`src/design/aib_pkg.sv`:
```
package aib_pkg;

	// Static configuration levels of the cell
	typedef struct packed
	{
		logic tx_en;
		logic rx_en;
		logic gen1_en;
		logic gen2_en;
		logic sdr_en;
		logic tx_async_en;
		logic rx_async_en;
		logic wkpu_en;
		logic wkpd_en;
		logic bypass_ser;
		logic compen;          // Both pad drivers on for compensation
	} cell_cfg_t;

	// Power good and strap levels
	typedef struct packed
	{
		logic pwrgood;
		logic pwrgood_io;
		logic rst_strap;
	} pwr_t;

	typedef struct packed
	{
		logic even;
		logic odd;
	} bit_pair_t;

	// Driver enables toward the pad
	typedef struct packed
	{
		logic pu_gen1;
		logic pd_gen1;
		logic pu_gen2;
		logic pd_gen2;
		logic wkpu;
		logic wkpd;
	} drv_ctrl_t;

	// Main pad and async pad as separate value and enable
	typedef struct packed
	{
		logic oe;
		logic value;
		logic async_oe;
		logic async_value;
	} pad_out_t;

	typedef enum logic [3:0]
	{
		MODE_STRAP_PD   = 4'd0,
		MODE_HIZ_PWR    = 4'd1,
		MODE_COMP       = 4'd2,
		MODE_WEAK_PU    = 4'd3,
		MODE_WEAK_PD    = 4'd4,
		MODE_WEAK_BOTH  = 4'd5,
		MODE_ASYNC_PAD  = 4'd6,   // Async data on main pad
		MODE_ASYNC_APAD = 4'd7,   // Async data on async pad
		MODE_GEN1       = 4'd8,
		MODE_GEN2       = 4'd9,
		MODE_SDR        = 4'd10,
		MODE_IDLE       = 4'd11,
		MODE_ILLEGAL    = 4'd12
	} pad_mode_e;

endpackage

```
`src/design/tx_serializer.sv`:
```
module tx_serializer
(
	input  logic               i_clk_1,
	input  logic               i_rst,
	input  aib_pkg::cell_cfg_t i_cfg,
	input  aib_pkg::bit_pair_t i_tx_pair,
	output logic               o_ser_bit
);

	logic               phase;
	aib_pkg::bit_pair_t cap_pair;   // Pair taken from the core side
	aib_pkg::bit_pair_t out_pair;   // Pair being sent on the pad

	// Half-rate phase
	// Held at 0 while the transmitter is off
	always_ff @(posedge i_clk_1 or negedge i_rst)
	begin
		if (!i_rst)
		begin
			phase <= 1'b0;
		end
		else if (!i_cfg.tx_en)
		begin
			phase <= 1'b0;
		end
		else
		begin
			phase <= ~phase;
		end
	end

	// Two pairs in flight
	// cap_pair waits while out_pair is on the wire
	always_ff @(posedge i_clk_1 or negedge i_rst)
	begin
		if (!i_rst)
		begin
			cap_pair <= '0;
			out_pair <= '0;
		end
		else if (!phase)
		begin
			cap_pair <= i_tx_pair;
			out_pair <= cap_pair;
		end
	end

	// Even half on phase 0, odd half on phase 1
	always_ff @(posedge i_clk_1 or negedge i_rst)
	begin
		if (!i_rst)
		begin
			o_ser_bit <= 1'b0;
		end
		else if (!phase)
		begin
			o_ser_bit <= cap_pair.even;   // Pair before the one now captured
		end
		else if (i_cfg.sdr_en)
		begin
			o_ser_bit <= out_pair.even;   // SDR repeats the even bit
		end
		else
		begin
			o_ser_bit <= out_pair.odd;
		end
	end

endmodule

```
`src/design/pad_drive_decode.sv`:
```
module pad_drive_decode
(
	input  logic               i_clk_1,
	input  logic               i_rst,
	input  aib_pkg::cell_cfg_t i_cfg,
	input  aib_pkg::pwr_t      i_pwr,
	input  logic               i_ser_bit,
	input  logic               i_tx_async,
	output aib_pkg::pad_out_t  o_pad,
	output aib_pkg::drv_ctrl_t o_drv,
	output aib_pkg::pad_mode_e o_mode
);

	aib_pkg::pad_mode_e mode_nxt;
	aib_pkg::drv_ctrl_t drv_nxt;
	aib_pkg::pad_out_t  pad_nxt;
	logic               sel_gen2;   // Generation used for compensation

	assign sel_gen2 = i_cfg.gen2_en & ~i_cfg.gen1_en;

	// Priority decode with the highest entry first
	always_comb
	begin
		mode_nxt = aib_pkg::MODE_ILLEGAL;
		drv_nxt = '0;
		pad_nxt = '0;
		if (i_pwr.rst_strap)
		begin
			// Strong pull-down through the gen2 driver
			mode_nxt = aib_pkg::MODE_STRAP_PD;
			drv_nxt.pd_gen2 = 1'b1;
			pad_nxt.oe = 1'b1;
		end
		else if (!i_pwr.pwrgood || !i_pwr.pwrgood_io)
		begin
			mode_nxt = aib_pkg::MODE_HIZ_PWR;
		end
		else if (!i_cfg.tx_en)
		begin
			drv_nxt.wkpu = i_cfg.wkpu_en;
			drv_nxt.wkpd = i_cfg.wkpd_en;
			if (i_cfg.wkpu_en && i_cfg.wkpd_en)
			begin
				mode_nxt = aib_pkg::MODE_WEAK_BOTH;   // Pulls fight so the pad stays undriven
			end
			else if (i_cfg.wkpu_en)
			begin
				mode_nxt = aib_pkg::MODE_WEAK_PU;
				pad_nxt.oe = 1'b1;
				pad_nxt.value = 1'b1;
			end
			else if (i_cfg.wkpd_en)
			begin
				mode_nxt = aib_pkg::MODE_WEAK_PD;
				pad_nxt.oe = 1'b1;
			end
			else
			begin
				mode_nxt = aib_pkg::MODE_IDLE;
			end
		end
		else if (i_cfg.compen)
		begin
			mode_nxt = aib_pkg::MODE_COMP;
			drv_nxt.pu_gen1 = ~sel_gen2;
			drv_nxt.pd_gen1 = ~sel_gen2;
			drv_nxt.pu_gen2 = sel_gen2;
			drv_nxt.pd_gen2 = sel_gen2;
		end
		else if (i_cfg.tx_async_en && i_cfg.bypass_ser)
		begin
			// Async level on main pad with gen1 drivers
			mode_nxt = aib_pkg::MODE_ASYNC_PAD;
			drv_nxt.pu_gen1 = i_tx_async;
			drv_nxt.pd_gen1 = ~i_tx_async;
			pad_nxt.oe = 1'b1;
			pad_nxt.value = i_tx_async;
		end
		else if (i_cfg.tx_async_en)
		begin
			mode_nxt = aib_pkg::MODE_ASYNC_APAD;
			pad_nxt.async_oe = 1'b1;
			pad_nxt.async_value = i_tx_async;
		end
		else if (i_cfg.gen1_en && !i_cfg.gen2_en && !i_cfg.sdr_en)
		begin
			mode_nxt = aib_pkg::MODE_GEN1;
			drv_nxt.pu_gen1 = i_ser_bit;
			drv_nxt.pd_gen1 = ~i_ser_bit;
			pad_nxt.oe = 1'b1;
			pad_nxt.value = i_ser_bit;
		end
		else if (i_cfg.gen2_en && !i_cfg.gen1_en && !i_cfg.sdr_en)
		begin
			mode_nxt = aib_pkg::MODE_GEN2;
			drv_nxt.pu_gen2 = i_ser_bit;
			drv_nxt.pd_gen2 = ~i_ser_bit;
			pad_nxt.oe = 1'b1;
			pad_nxt.value = i_ser_bit;
		end
		else if (i_cfg.sdr_en && i_cfg.gen1_en && !i_cfg.gen2_en)
		begin
			// SDR runs on the gen1 drivers
			mode_nxt = aib_pkg::MODE_SDR;
			drv_nxt.pu_gen1 = i_ser_bit;
			drv_nxt.pd_gen1 = ~i_ser_bit;
			pad_nxt.oe = 1'b1;
			pad_nxt.value = i_ser_bit;
		end
	end

	// All decoded outputs move together
	always_ff @(posedge i_clk_1 or negedge i_rst)
	begin
		if (!i_rst)
		begin
			o_mode <= aib_pkg::MODE_HIZ_PWR;
			o_drv <= '0;
			o_pad <= '0;
		end
		else
		begin
			o_mode <= mode_nxt;
			o_drv <= drv_nxt;
			o_pad <= pad_nxt;
		end
	end

endmodule

```
`src/design/rx_deserializer.sv`:
```
module rx_deserializer
(
	input  logic               i_clk_1,
	input  logic               i_rst,
	input  aib_pkg::cell_cfg_t i_cfg,
	input  logic               i_pad,
	input  logic               i_pad_async,
	output aib_pkg::bit_pair_t o_rx_pair,
	output logic               o_rx_pair_strobe,
	output logic               o_rx_async
);

	logic pad_meta;
	logic pad_sync;
	logic phase;
	logic even_hold;   // Even half waiting for its odd partner

	// Two-flop synchronizer on the pad
	always_ff @(posedge i_clk_1 or negedge i_rst)
	begin
		if (!i_rst)
		begin
			pad_meta <= 1'b0;
			pad_sync <= 1'b0;
		end
		else
		begin
			pad_meta <= i_pad;
			pad_sync <= pad_meta;
		end
	end

	always_ff @(posedge i_clk_1 or negedge i_rst)
	begin
		if (!i_rst)
		begin
			phase <= 1'b0;
		end
		else if (!i_cfg.rx_en)
		begin
			phase <= 1'b0;   // Realign when receiver comes back
		end
		else
		begin
			phase <= ~phase;
		end
	end

	always_ff @(posedge i_clk_1)
	begin
		if (!phase)
		begin
			even_hold <= pad_sync;
		end
		else
		begin
			o_rx_pair.even <= even_hold;
			o_rx_pair.odd <= pad_sync;
		end
	end

	// One pulse per completed pair
	always_ff @(posedge i_clk_1 or negedge i_rst)
	begin
		if (!i_rst)
		begin
			o_rx_pair_strobe <= 1'b0;
		end
		else
		begin
			o_rx_pair_strobe <= phase;
		end
	end

	assign o_rx_async = i_cfg.rx_async_en ? i_pad_async : 1'b0;   // Gated async path

endmodule

```
`src/design/aib_txrx_cell.sv`:
```
module aib_txrx_cell
(
	input  logic               i_clk_1,
	input  logic               i_rst,
	input  aib_pkg::cell_cfg_t i_cfg,
	input  aib_pkg::pwr_t      i_pwr,
	input  aib_pkg::bit_pair_t i_tx_pair,
	input  logic               i_tx_async,
	input  logic               i_pad,
	input  logic               i_pad_async,
	output aib_pkg::pad_out_t  o_pad,
	output aib_pkg::drv_ctrl_t o_drv,
	output aib_pkg::pad_mode_e o_mode,
	output aib_pkg::bit_pair_t o_rx_pair,
	output logic               o_rx_pair_strobe,
	output logic               o_rx_async
);

	logic ser_bit;   // Serial stream into the driver decode

	tx_serializer tx_serializer_inst
	(
		.i_clk_1   (i_clk_1),
		.i_rst     (i_rst),
		.i_cfg     (i_cfg),
		.i_tx_pair (i_tx_pair),
		.o_ser_bit (ser_bit)
	);

	pad_drive_decode pad_drive_decode_inst
	(
		.i_clk_1    (i_clk_1),
		.i_rst      (i_rst),
		.i_cfg      (i_cfg),
		.i_pwr      (i_pwr),
		.i_ser_bit  (ser_bit),
		.i_tx_async (i_tx_async),
		.o_pad      (o_pad),
		.o_drv      (o_drv),
		.o_mode     (o_mode)
	);

	// Receive side sees the resolved pad directly
	rx_deserializer rx_deserializer_inst
	(
		.i_clk_1          (i_clk_1),
		.i_rst            (i_rst),
		.i_cfg            (i_cfg),
		.i_pad            (i_pad),
		.i_pad_async      (i_pad_async),
		.o_rx_pair        (o_rx_pair),
		.o_rx_pair_strobe (o_rx_pair_strobe),
		.o_rx_async       (o_rx_async)
	);

endmodule

```
`config.mk`:
```
export PLATFORM = sky130hd
export DESIGN_NAME = aib_txrx_cell
export DESIGN_NICKNAME = d
export VERILOG_FILES = /design/src/design/aib_pkg.sv /design/src/design/tx_serializer.sv /design/src/design/pad_drive_decode.sv /design/src/design/rx_deserializer.sv /design/src/design/aib_txrx_cell.sv
export SDC_FILE = /design/constraint.sdc
export NUM_CORES = 1
export LEC_CHECK = 0
export BUFFER_PORTS_ARGS = -buffer_cell sky130_fd_sc_hd__buf_2
export CAP_MARGIN = 15
export CORE_MARGIN = 1.5
export CORE_UTILIZATION = 49
export CTS_CLUSTER_DIAMETER = 120
export CTS_CLUSTER_SIZE = 16
export DETAILED_ROUTE_END_ITERATION = 10
export PLACE_DENSITY = 0.78
export SLEW_MARGIN = 30
export SYNTH_ARGS = -nofsm -noshare
export SYNTH_HDL_FRONTEND = slang
export SYNTH_SLANG_ARGS = --single-unit
export TNS_END_PERCENT = 50
```
`constraint.sdc`:
```
create_clock -name i_clk_1 -period 1.1 [get_ports i_clk_1]
set_input_delay 0 -clock i_clk_1 [delete_from_list [all_inputs] [get_ports i_clk_1]]
set_output_delay 0 -clock i_clk_1 [all_outputs]
set_load 0.05 [all_outputs]
```
==> impl_metrics.env, run 1 <==
export IMPL_synth_top_family_by_area="simple AND/OR/NAND/NOR gates"
export IMPL_grt_use_total_pct=19.02
export IMPL_p_seq_share_pct=58.2
export IMPL_syn_inst=99
export IMPL_place_congestion=0.7988
export IMPL_rows=17
export IMPL_critPathBufInv=1
export IMPL_ys_seq_area_share_pct=57.85
export IMPL_fin_nets=180
export IMPL_setup_tns_ps=0
export IMPL_core_area_mm2=0.002255
export IMPL_final_max_slew_viol_count=0
export IMPL_maxCapViolations=0
export IMPL_power_internal_mw=1.347
export IMPL_fmax_mhz=931.4
export IMPL_cts_clk_slew_worst_paths_ps=150
export IMPL_instances_no_fill=181
export IMPL_clk_latency_ps=320
export IMPL_grt_pass1_wl_um=3719
export IMPL_cp_slowest_cell="dfstp_2"
export IMPL_crit_type="flip-flop to output port"
export IMPL_async_flop_share_pct=88.89
export IMPL_ys_flop_type="dfrtp_1"
export IMPL_overflow=0
export IMPL_yosysWarnings=0
export IMPL_power_density_mw_per_mm2=1186
export IMPL_synth_edf_count=3
export IMPL_synth_seq_cells=27
export IMPL_place_inst=161
export IMPL_synthSimpleGateAreaFrac_pct=19.25
export IMPL_timing_final_ws_setup_ps=26.31
export IMPL_drive_gt1_share_pct=34.64
export IMPL_synth_area_mm2=0.001196
export IMPL_dieWidth_um=52.41
export IMPL_dp_slack_ps=165.8
export IMPL_pwr_share_comb_pct=18.8
export IMPL_antenna_cells=0
export IMPL_die_h_um=52.41
export IMPL_routed_via_density=5.055
export IMPL_post_route_drc_count=0
export IMPL_period_share_pct=97.61
export IMPL_ios=39
export IMPL_synth_adder_area_share_pct=5.230
export IMPL_start_kind="flip-flop"
export IMPL_grt_pass1_vias=840
export IMPL_drt_iter0_drc=7
export IMPL_path_max_fanout=1
export IMPL_p_sw_share_pct=28.66
export IMPL_clockPowerShare_pct=22.9
export IMPL_area_growth_pct=33.05
export IMPL_syn_avg_cell_area_um2=12.08
export IMPL_hold_violations=0
export IMPL_dieArea_mm2=0.002746
export IMPL_synth_compound_area_share_pct=9.414
export IMPL_peakVddDrop_v=0.0008441
export IMPL_holdCritStartpoint="i_cfg[7]"
export IMPL_wl_um=2405
export IMPL_synth_mux_area_share_pct=4.603
export IMPL_startpoint="pad_drive_decode_inst.o_mode[0]"
export IMPL_grt_start_max_net_pins=25
export IMPL_synthXorXnorAreaFrac_pct=0
export IMPL_final_common_cell="buf_2"
export IMPL_hold_class="primary input to flip-flop"
export IMPL_cp_slowest_stage_delay_ps=560
export IMPL_worstPathArrival_ps=1070
export IMPL_cts_tree="done"
export IMPL_cp_cell_sequence="buf_4"
export IMPL_ys_types=37
export IMPL_drt_first_pass_iters=4
export IMPL_wire_per_inst_um=13.29
export IMPL_antenna_found_initial=0
export IMPL_cts_buffers=3
export IMPL_r2r_start="tx_serializer_inst.o_ser_bit"
export IMPL_max_clock_path_buffers=2
export IMPL_dp_hpwl_um=1651
export IMPL_root_buffer="clkbuf_4"
export IMPL_htree_levels=1
export IMPL_cts_sinks=27
export IMPL_mostFrequentLayoutCells="37 x buf_2, 23 x dfrtp_1, 14 x dlygate4sd3_1"
export IMPL_worstMarginPinSlew_ps=521.9
export IMPL_period_needed_ps=1074
export IMPL_status="finished clean"
export IMPL_required_ps=1100
export IMPL_end_kind="output port"
export IMPL_holdWs_ps=0.8232
export IMPL_final_setup_viol_count=0
export IMPL_slew_headroom_pct=65.21
export IMPL_initial_core_util_pct=53.05
export IMPL_portBuffers=38
export IMPL_critPathTopFamily="flip-flops"
export IMPL_fin_skew_ps=5.190
export IMPL_syn_num_nets=125
export IMPL_route_vias_total=915
export IMPL_drtAntennaViolNets=0
export IMPL_p_leak_nw=0.7727
export IMPL_p_sw_mw=0.5409
[sequential cells by signal (all words and copies together) (netlist names)]
| signal | cells |
|---|---|
| tx_serializer_inst.o_ser_bit | 1 |
| rx_deserializer_inst.pad_meta | 1 |
| pad_drive_decode_inst.o_pad | 4 |
| rx_deserializer_inst.o_rx_pair_strobe | 1 |
| pad_drive_decode_inst.o_drv | 6 |
| rx_deserializer_inst.even_hold | 1 |
| pad_drive_decode_inst.o_mode | 4 |
| tx_serializer_inst.cap_pair | 2 |
| tx_serializer_inst.phase | 1 |
| rx_deserializer_inst.pad_sync | 1 |
| rx_deserializer_inst.o_rx_pair | 2 |
| rx_deserializer_inst.phase | 1 |
| tx_serializer_inst.out_pair | 2 |
[per-layer routing]
layer / share of wire (%) / vias up / track usage, %
li1: - / 457 / -
met1: 44 / 423 / 24.16
met2: 50 / 33 / 31.87
met3: 5.7 / 2 / 4.286
met4: 0.29 / 0 / 6.410
met5: 0 / - / 0
[worst register-to-register path, stage by stage (launching register included)]
cell and delay (ps):
dfrtp_1 450, nor3_1 150, nor2_1 70, o41ai_2 190
[power by group through the flow]
stage	logic, mW	clock network [mW]	registers, mW
3_3_place_gp	0.299	0	1.12
3_5_place_dp	0.306	0	1.12
5_1_grt	0.383	0.499	1.11
4_1_cts	0.347	0.442	1.10
2_1_floorplan	0.131	0	1.18
6_report	0.355	0.433	1.10
[cells in the mapped netlist, types with 3 or more instances]
| library cell | number | area, um^2 |
|---|---|---|
| nor2_1 | 8 | 30.03 |
| a31oi_1 | 3 | 18.77 |
| nor3_1 | 5 | 25.02 |
| ha_1 | 5 | 62.56 |
| inv_1 | 5 | 18.77 |
| a21oi_1 | 3 | 15.01 |
| nor2b_1 | 4 | 25.02 |
| nand2_1 | 4 | 15.01 |
| mux2_1 | 4 | 45.04 |
| dfrtp_1 | 23 | 575.6 |
| edfxtp_1 | 3 | 90.09 |
[what timing repair did]
action	CTS	global route
setup buffers	0	1
pin swaps	0	0
setup endpoints to repair	1	2
gates resized for setup	1	3
hold endpoints to repair	39	1
hold buffers	14	1
[worst paths after layout]
| path | to | cells after the start | slack (ps) |
|---|---|---|---|
| worst min register to register | rx_deserializer_inst.pad_sync | 0 | 370 |
| min in group asynchronous | pad_drive_decode_inst.o_mode[2] | 2 | 160 |
| worst max register to register | pad_drive_decode_inst.o_drv[2] | 3 | 150 |
| worst max-delay path | o_mode[0] | 1 | 30 |
| worst min-delay path | pad_drive_decode_inst.o_drv[3] | 3 | 0.8 |
| max in group asynchronous | pad_drive_decode_inst.o_mode[0] | 2 | 580 |
[layout make-up]
type	instances	area (um^2)
fillers	170	663.1
clock buffers	3	22.52
flip-flops and latches	27	691.9
clock inverters	1	7.507
repair buffers	54	352.8
inverters	5	18.77
multi-input cells	63	462.9
well taps	28	35.03
[stage by stage]
stage / power, mW / instance area (um^2) / utilization [%]
finish: 1.887 / 1592 / 70.59
global route: 1.990 / 1592 / 70.59
CTS: 1.888 / 1569 / 69.59
detailed placement: 1.425 / 1396 / 61.93
global placement: 1.415 / 1396 / 61.93
floorplan: 1.314 / 1196 / -
[logic make-up (layout without fill, tap and decap cells)]
kind of cell | after synthesis | after routing
buffers and inverters | 9 | 63
DFF | 27 | 27
AOI/OAI and AO/OA | 15 | 15
and+or+nand+nor | 38 | 38
adders and majority gates | 5 | 5
muxes | 5 | 5
No activity file was read; power rests on OpenSTA's default activity.
==> run 2: changes to the inputs <==
- CTS_CLUSTER_DIAMETER: 120 -> 200
- PLACE_DENSITY: 0.78 -> 0.81
- REMOVE_ABC_BUFFERS: unset -> 1
==> run 2 against run 1 <==
  * Clock power fell by 4.8%
  * Largest power group unchanged
  * Largest cell class unchanged
  * Global-route usage rose by 0.30 points
  * Worst hold slack improved by 8.8 ps
  * Die area did not move
  * Critical path type is now primary input to flip-flop
  * Clock skew rose by 2.8 ps
  * Critical path depth rose by 4
==> impl_metrics.env, run 2 (same netlist as run 1, synthesis figures left out) <==
export IMPL_peakVddDrop_v=0.0008236
export IMPL_r2r_setup_slack_ps=120
export IMPL_path_max_fanout=5
export IMPL_worstMarginPinSlew_ps=511.8
export IMPL_area_growth_pct=33.26
export IMPL_cts_sinks=27
export IMPL_grt_use_total_pct=19.33
export IMPL_dieArea_mm2=0.002746
export IMPL_antenna_cells=0
export IMPL_period_needed_ps=1086
export IMPL_hold_violations=0
export IMPL_rows=17
export IMPL_largest_registers="pad_drive_decode_inst.o_drv x6, pad_drive_decode_inst.o_mode x4, pad_drive_decode_inst.o_pad x4"
export IMPL_placed_area_mm2=0.001396
export IMPL_place_congestion=0.8433
export IMPL_route_vias_total=933
export IMPL_cts_tree="done"
export IMPL_die_h_um=52.41
export IMPL_wl_um=2303
export IMPL_drtAntennaViolNets=0
export IMPL_drt_first_pass_iters=6
export IMPL_hold_class="primary input to flip-flop"
export IMPL_crit_end="pad_drive_decode_inst.o_pad[0]"
export IMPL_ios=39
export IMPL_worstPathArrival_ps=1320
export IMPL_startpoint="i_pwr[0]"
export IMPL_cp_slowest_cell="dlygate4sd3_1"
export IMPL_p_total_mw=1.864
export IMPL_final_common_cell="buf_2"
export IMPL_fin_area_mm2=0.001594
export IMPL_wire_per_inst_um=12.72
export IMPL_instances_no_fill=181
export IMPL_fin_util_pct=70.70
export IMPL_grt_pass1_vias=892
export IMPL_period_share_pct=98.74
export IMPL_regMostFlops="pad_drive_decode_inst.o_drv"
export IMPL_fin_nets=180
export IMPL_drt_iter0_drc=13
export IMPL_fin_skew_ps=7.974
export IMPL_final_max_slew_viol_count=0
export IMPL_clk_latency_ps=320
export IMPL_overflow=0
export IMPL_root_buffer="clkbuf_4"
export IMPL_place_inst=161
export IMPL_antenna_found_initial=0
export IMPL_cts_buffers=3
export IMPL_start_kind="primary input"
export IMPL_routed_via_density=5.155
export IMPL_required_ps=1330
export IMPL_cp_slowest_stage_delay_ps=550
export IMPL_end_kind="flip-flop"
export IMPL_dieWidth_um=52.41
export IMPL_core_area_mm2=0.002255
export IMPL_status="finished clean"
export IMPL_p_leak_nw=0.7664
export IMPL_maxCapViolations=0
export IMPL_post_route_drc_count=0
export IMPL_cp_cell_sequence="dlygate4sd3_1 -> buf_2 -> and3b_2 -> nand2_2 -> nor4b_2"
export IMPL_final_setup_viol_count=0
export IMPL_cts_clk_slew_worst_paths_ps=140
export IMPL_portBuffers=38
export IMPL_fmax_mhz=920.7
export IMPL_holdWs_ps=9.586
export IMPL_largest_register_ffs=6
export IMPL_grt_pass1_wl_um=3836
export IMPL_drive_gt1_share_pct=35.29
export IMPL_r2r_start="tx_serializer_inst.o_ser_bit"
export IMPL_mostFrequentLayoutCells="37 x buf_2, 23 x dfrtp_1, 15 x dlygate4sd3_1"
export IMPL_slew_headroom_pct=65.88
export IMPL_initial_core_util_pct=53.05
export IMPL_max_clock_path_buffers=2
export IMPL_grt_start_max_net_pins=25
export IMPL_dp_hpwl_um=1644
export IMPL_crit_type="primary input to flip-flop"
export IMPL_r2r_cells=3
export IMPL_reg2reg_to="pad_drive_decode_inst.o_drv[2]"
export IMPL_htree_levels=1
export IMPL_power_density_mw_per_mm2=1169
run 2: layer usage:
metal	up-vias	global-route usage [%]	wire (um)
met3	8	2.571	128
met2	34	31.46	1141
li1	460	-	-
met1	431	24.95	970
met4	0	10.26	62
met5	-	0	0
run 2: worst min path at each step:
stage	from	end	slack (ps)	cells after the start
after floorplan	i_rst	pad_drive_decode_inst.o_drv[0]	-300	0
after global placement	i_rst	pad_drive_decode_inst.o_drv[3]	-5	1
after detailed placement	i_rst	rx_deserializer_inst.o_rx_pair_strobe	4	1
after CTS	i_cfg[1]	pad_drive_decode_inst.o_drv[5]	2	3
after global routing	i_cfg[1]	pad_drive_decode_inst.o_drv[5]	20	3
final	i_cfg[1]	pad_drive_decode_inst.o_drv[5]	10	3
run 2: cell type report:
class                           count  area [um^2]
Sequential cell                    27        691.9
Fill cell                         164        660.6
Multi-Input combinational cell     63        470.5
Timing Repair Buffer               54        350.3
Tap cell                           28        35.03
Clock buffer                        3        22.52
Inverter                            5        18.77
Clock inverter                      1        5.005
run 2: timing repair:
item,in CTS,in global routing
endpoints found under the setup margin,1,5
hold buffers,14,1
resized for setup,1,3
pin swaps,0,0
gates cloned,0,0
setup buffers,0,1
endpoints found under the hold margin,39,1
run 2: where the power goes:
group,internal (mW),total [mW],switching [mW],leakage [nW]
Sequential,1.07,1.10,0.0316,0.334
Combinational,0.140,0.354,0.214,0.415
Clock,0.136,0.412,0.276,0.0177
Total,1.34,1.86,0.521,0.766
run 2: critical path, delay by kind of cell:
family	cells	cell delay, ps
buf+inv	2	690
simple gates	3	620
run 2: metrics by stage:
step	setup WS [ps]	setup TNS [ps]
after floorplan	223.2	0
final	13.85	0
after CTS	3.908	0
after global routing	-7.131	-7.131
after global placement	168.0	0
after detailed placement	158.8	0
==> run 3: changes to the inputs <==
- SETUP_SLACK_MARGIN: unset -> 0.4
==> run 3 against run 2 <==
  * The run now ends with hold timing left
  * Non-clock buffer count rose by 2
  * Setup slack better by 71 ps
  * Sequential power is essentially flat
  * Critical path depth fell by 4
  * First-iteration DRC count up 62%
  * Register-to-register slack barely moved
  * Combinational power up 22%
  * Wire length up 15%
  * Utilization is 7.7 points higher
  * Final area grew 11%
  * Clock skew decreased by 6.6 ps
  * Total power rose by 5.2%
==> impl_metrics.env, run 3 (same netlist as run 1, synthesis figures left out) <==
export IMPL_hold_class="primary input to flip-flop"
export IMPL_fin_skew_ps=1.418
export IMPL_route_vias_total=989
export IMPL_crit_type="flip-flop to output port"
export IMPL_grt_use_total_pct=20.92
export IMPL_largest_register_ffs=6
export IMPL_period_needed_ps=1015
export IMPL_portBuffers=38
export IMPL_maxCapViolations=0
export IMPL_dieWidth_um=52.41
export IMPL_wl_um=2648
export IMPL_post_route_drc_count=0
export IMPL_final_common_cell="dfrtp_1"
export IMPL_antenna_cells=0
export IMPL_instances_no_fill=183
export IMPL_path_max_fanout=1
export IMPL_routed_via_density=5.404
export IMPL_slew_headroom_pct=65.79
export IMPL_peakVddDrop_v=0.0009063
export IMPL_p_total_mw=1.960
export IMPL_status="complete, but fails checks"
export IMPL_dp_hpwl_um=1644
export IMPL_cts_clk_slew_worst_paths_ps=140
export IMPL_mostFrequentLayoutCells="22 x dfrtp_1, 21 x buf_2, 17 x buf_6"
export IMPL_place_inst=161
export IMPL_period_share_pct=92.24
export IMPL_worstMarginPinSlew_ps=513.2
export IMPL_rows=17
export IMPL_p_leak_nw=0.8437
export IMPL_required_ps=1100
export IMPL_critPathBufInv=1
export IMPL_end_kind="output port"
export IMPL_max_clock_path_buffers=2
export IMPL_final_setup_viol_count=0
export IMPL_critPathTopFamily="flip-flops"
export IMPL_htree_levels=1
export IMPL_regMostFlops="pad_drive_decode_inst.o_drv"
export IMPL_dieArea_mm2=0.002746
export IMPL_drive_gt1_share_pct=41.29
export IMPL_wire_per_inst_um=14.47
export IMPL_fillers=135
export IMPL_grt_start_max_net_pins=25
export IMPL_drt_iter0_drc=21
export IMPL_die_h_um=52.41
export IMPL_cts_sinks=27
export IMPL_violations="hold timing"
export IMPL_start_kind="flip-flop"
export IMPL_setup_tns_ps=0
export IMPL_largest_registers="pad_drive_decode_inst.o_drv x6, pad_drive_decode_inst.o_mode x4, pad_drive_decode_inst.o_pad x4"
export IMPL_holdWs_ps=-25.82
export IMPL_place_congestion=0.8433
export IMPL_hold_violations=4
export IMPL_core_area_mm2=0.002255
export IMPL_drt_first_pass_iters=5
export IMPL_cts_buffers=3
export IMPL_cp_slowest_cell="dfstp_2"
export IMPL_power_density_mw_per_mm2=1109
export IMPL_antenna_found_initial=0
export IMPL_final_max_slew_viol_count=0
export IMPL_initial_core_util_pct=53.05
export IMPL_fmax_mhz=985.5
export IMPL_area_growth_pct=47.80
export IMPL_clk_latency_ps=310
export IMPL_grt_pass1_vias=941
export IMPL_cp_slowest_stage_delay_ps=560
export IMPL_grt_pass1_wl_um=4229
export IMPL_cp_cell_sequence="buf_8"
export IMPL_worstPathArrival_ps=1010
export IMPL_root_buffer="clkbuf_4"
export IMPL_dp_slack_ps=158.8
export IMPL_fin_nets=182
export IMPL_overflow=0
export IMPL_timing_final_ws_setup_ps=85.33
export IMPL_ios=39
export IMPL_rsz0062_at_grt="yes"
export IMPL_cts_tree="done"
export IMPL_drtAntennaViolNets=0
run 3: changes by cell type in the layout (fill, tap and decap cells not counted), sizes merged:
cell / before / now
dlymetal6s4s: 0 / 3
dlygate4sd3: 15 / 12
buf: 39 / 41
run 3: cell type report:
cell class              instances  area, um^2  area share [%]
repair buffers                 56       484.2           27.39
clock buffers                   3       22.52           1.274
clock inverters                 1       5.005          0.2831
well taps                      28       35.03           1.982
inverters                       5       18.77           1.062
flip-flops and latches         27       693.2           39.21
multi-input cells              63       509.2           28.80
run 3: report_power, final:
group / leakage [nW] / internal, mW / switching [mW]
clock network: 0.0177 / 0.136 / 0.286
registers: 0.332 / 1.07 / 0.0398
logic: 0.493 / 0.200 / 0.231
total: 0.844 / 1.40 / 0.557
run 3: path summary, 6_finish.rpt:
kind | from | endpoint | slack, ps | cells after the start
setup reg to reg | tx_serializer_inst.o_ser_bit | pad_drive_decode_inst.o_drv[2] | 130 | 3
hold / removal | i_pwr[2] | pad_drive_decode_inst.o_drv[1] | -30 | 3
hold reg to reg | rx_deserializer_inst.pad_meta | rx_deserializer_inst.pad_sync | 370 | 0
max in group asynchronous | i_rst | tx_serializer_inst.phase | 570 | 2
setup / recovery | pad_drive_decode_inst.o_mode[0] | o_mode[0] | 90 | 1
min in group asynchronous | i_rst | pad_drive_decode_inst.o_pad[2] | 160 | 2
run 3: per-stage QoR:
step	utilization, %	area [um^2]
after floorplan	-	1171
after global placement	61.93	1396
after detailed placement	61.93	1396
after CTS	73.70	1662
after global routing	78.41	1768
final	78.41	1768
run 3: routing by layer:
layer  global-route usage (%)  part of all wire, %
met5                        0                    0
met4                    6.410                 0.49
met3                    3.429                  5.6
met2                    34.79                   53
met1                    27.98                   41
run 3: repair_timing:
item	in CTS	in global routing
buffers inserted	2	1
resized for setup	26	32
hold buffers	14	1
pin swaps	0	4
hold endpoints to repair	39	5
setup endpoints to repair	30	36
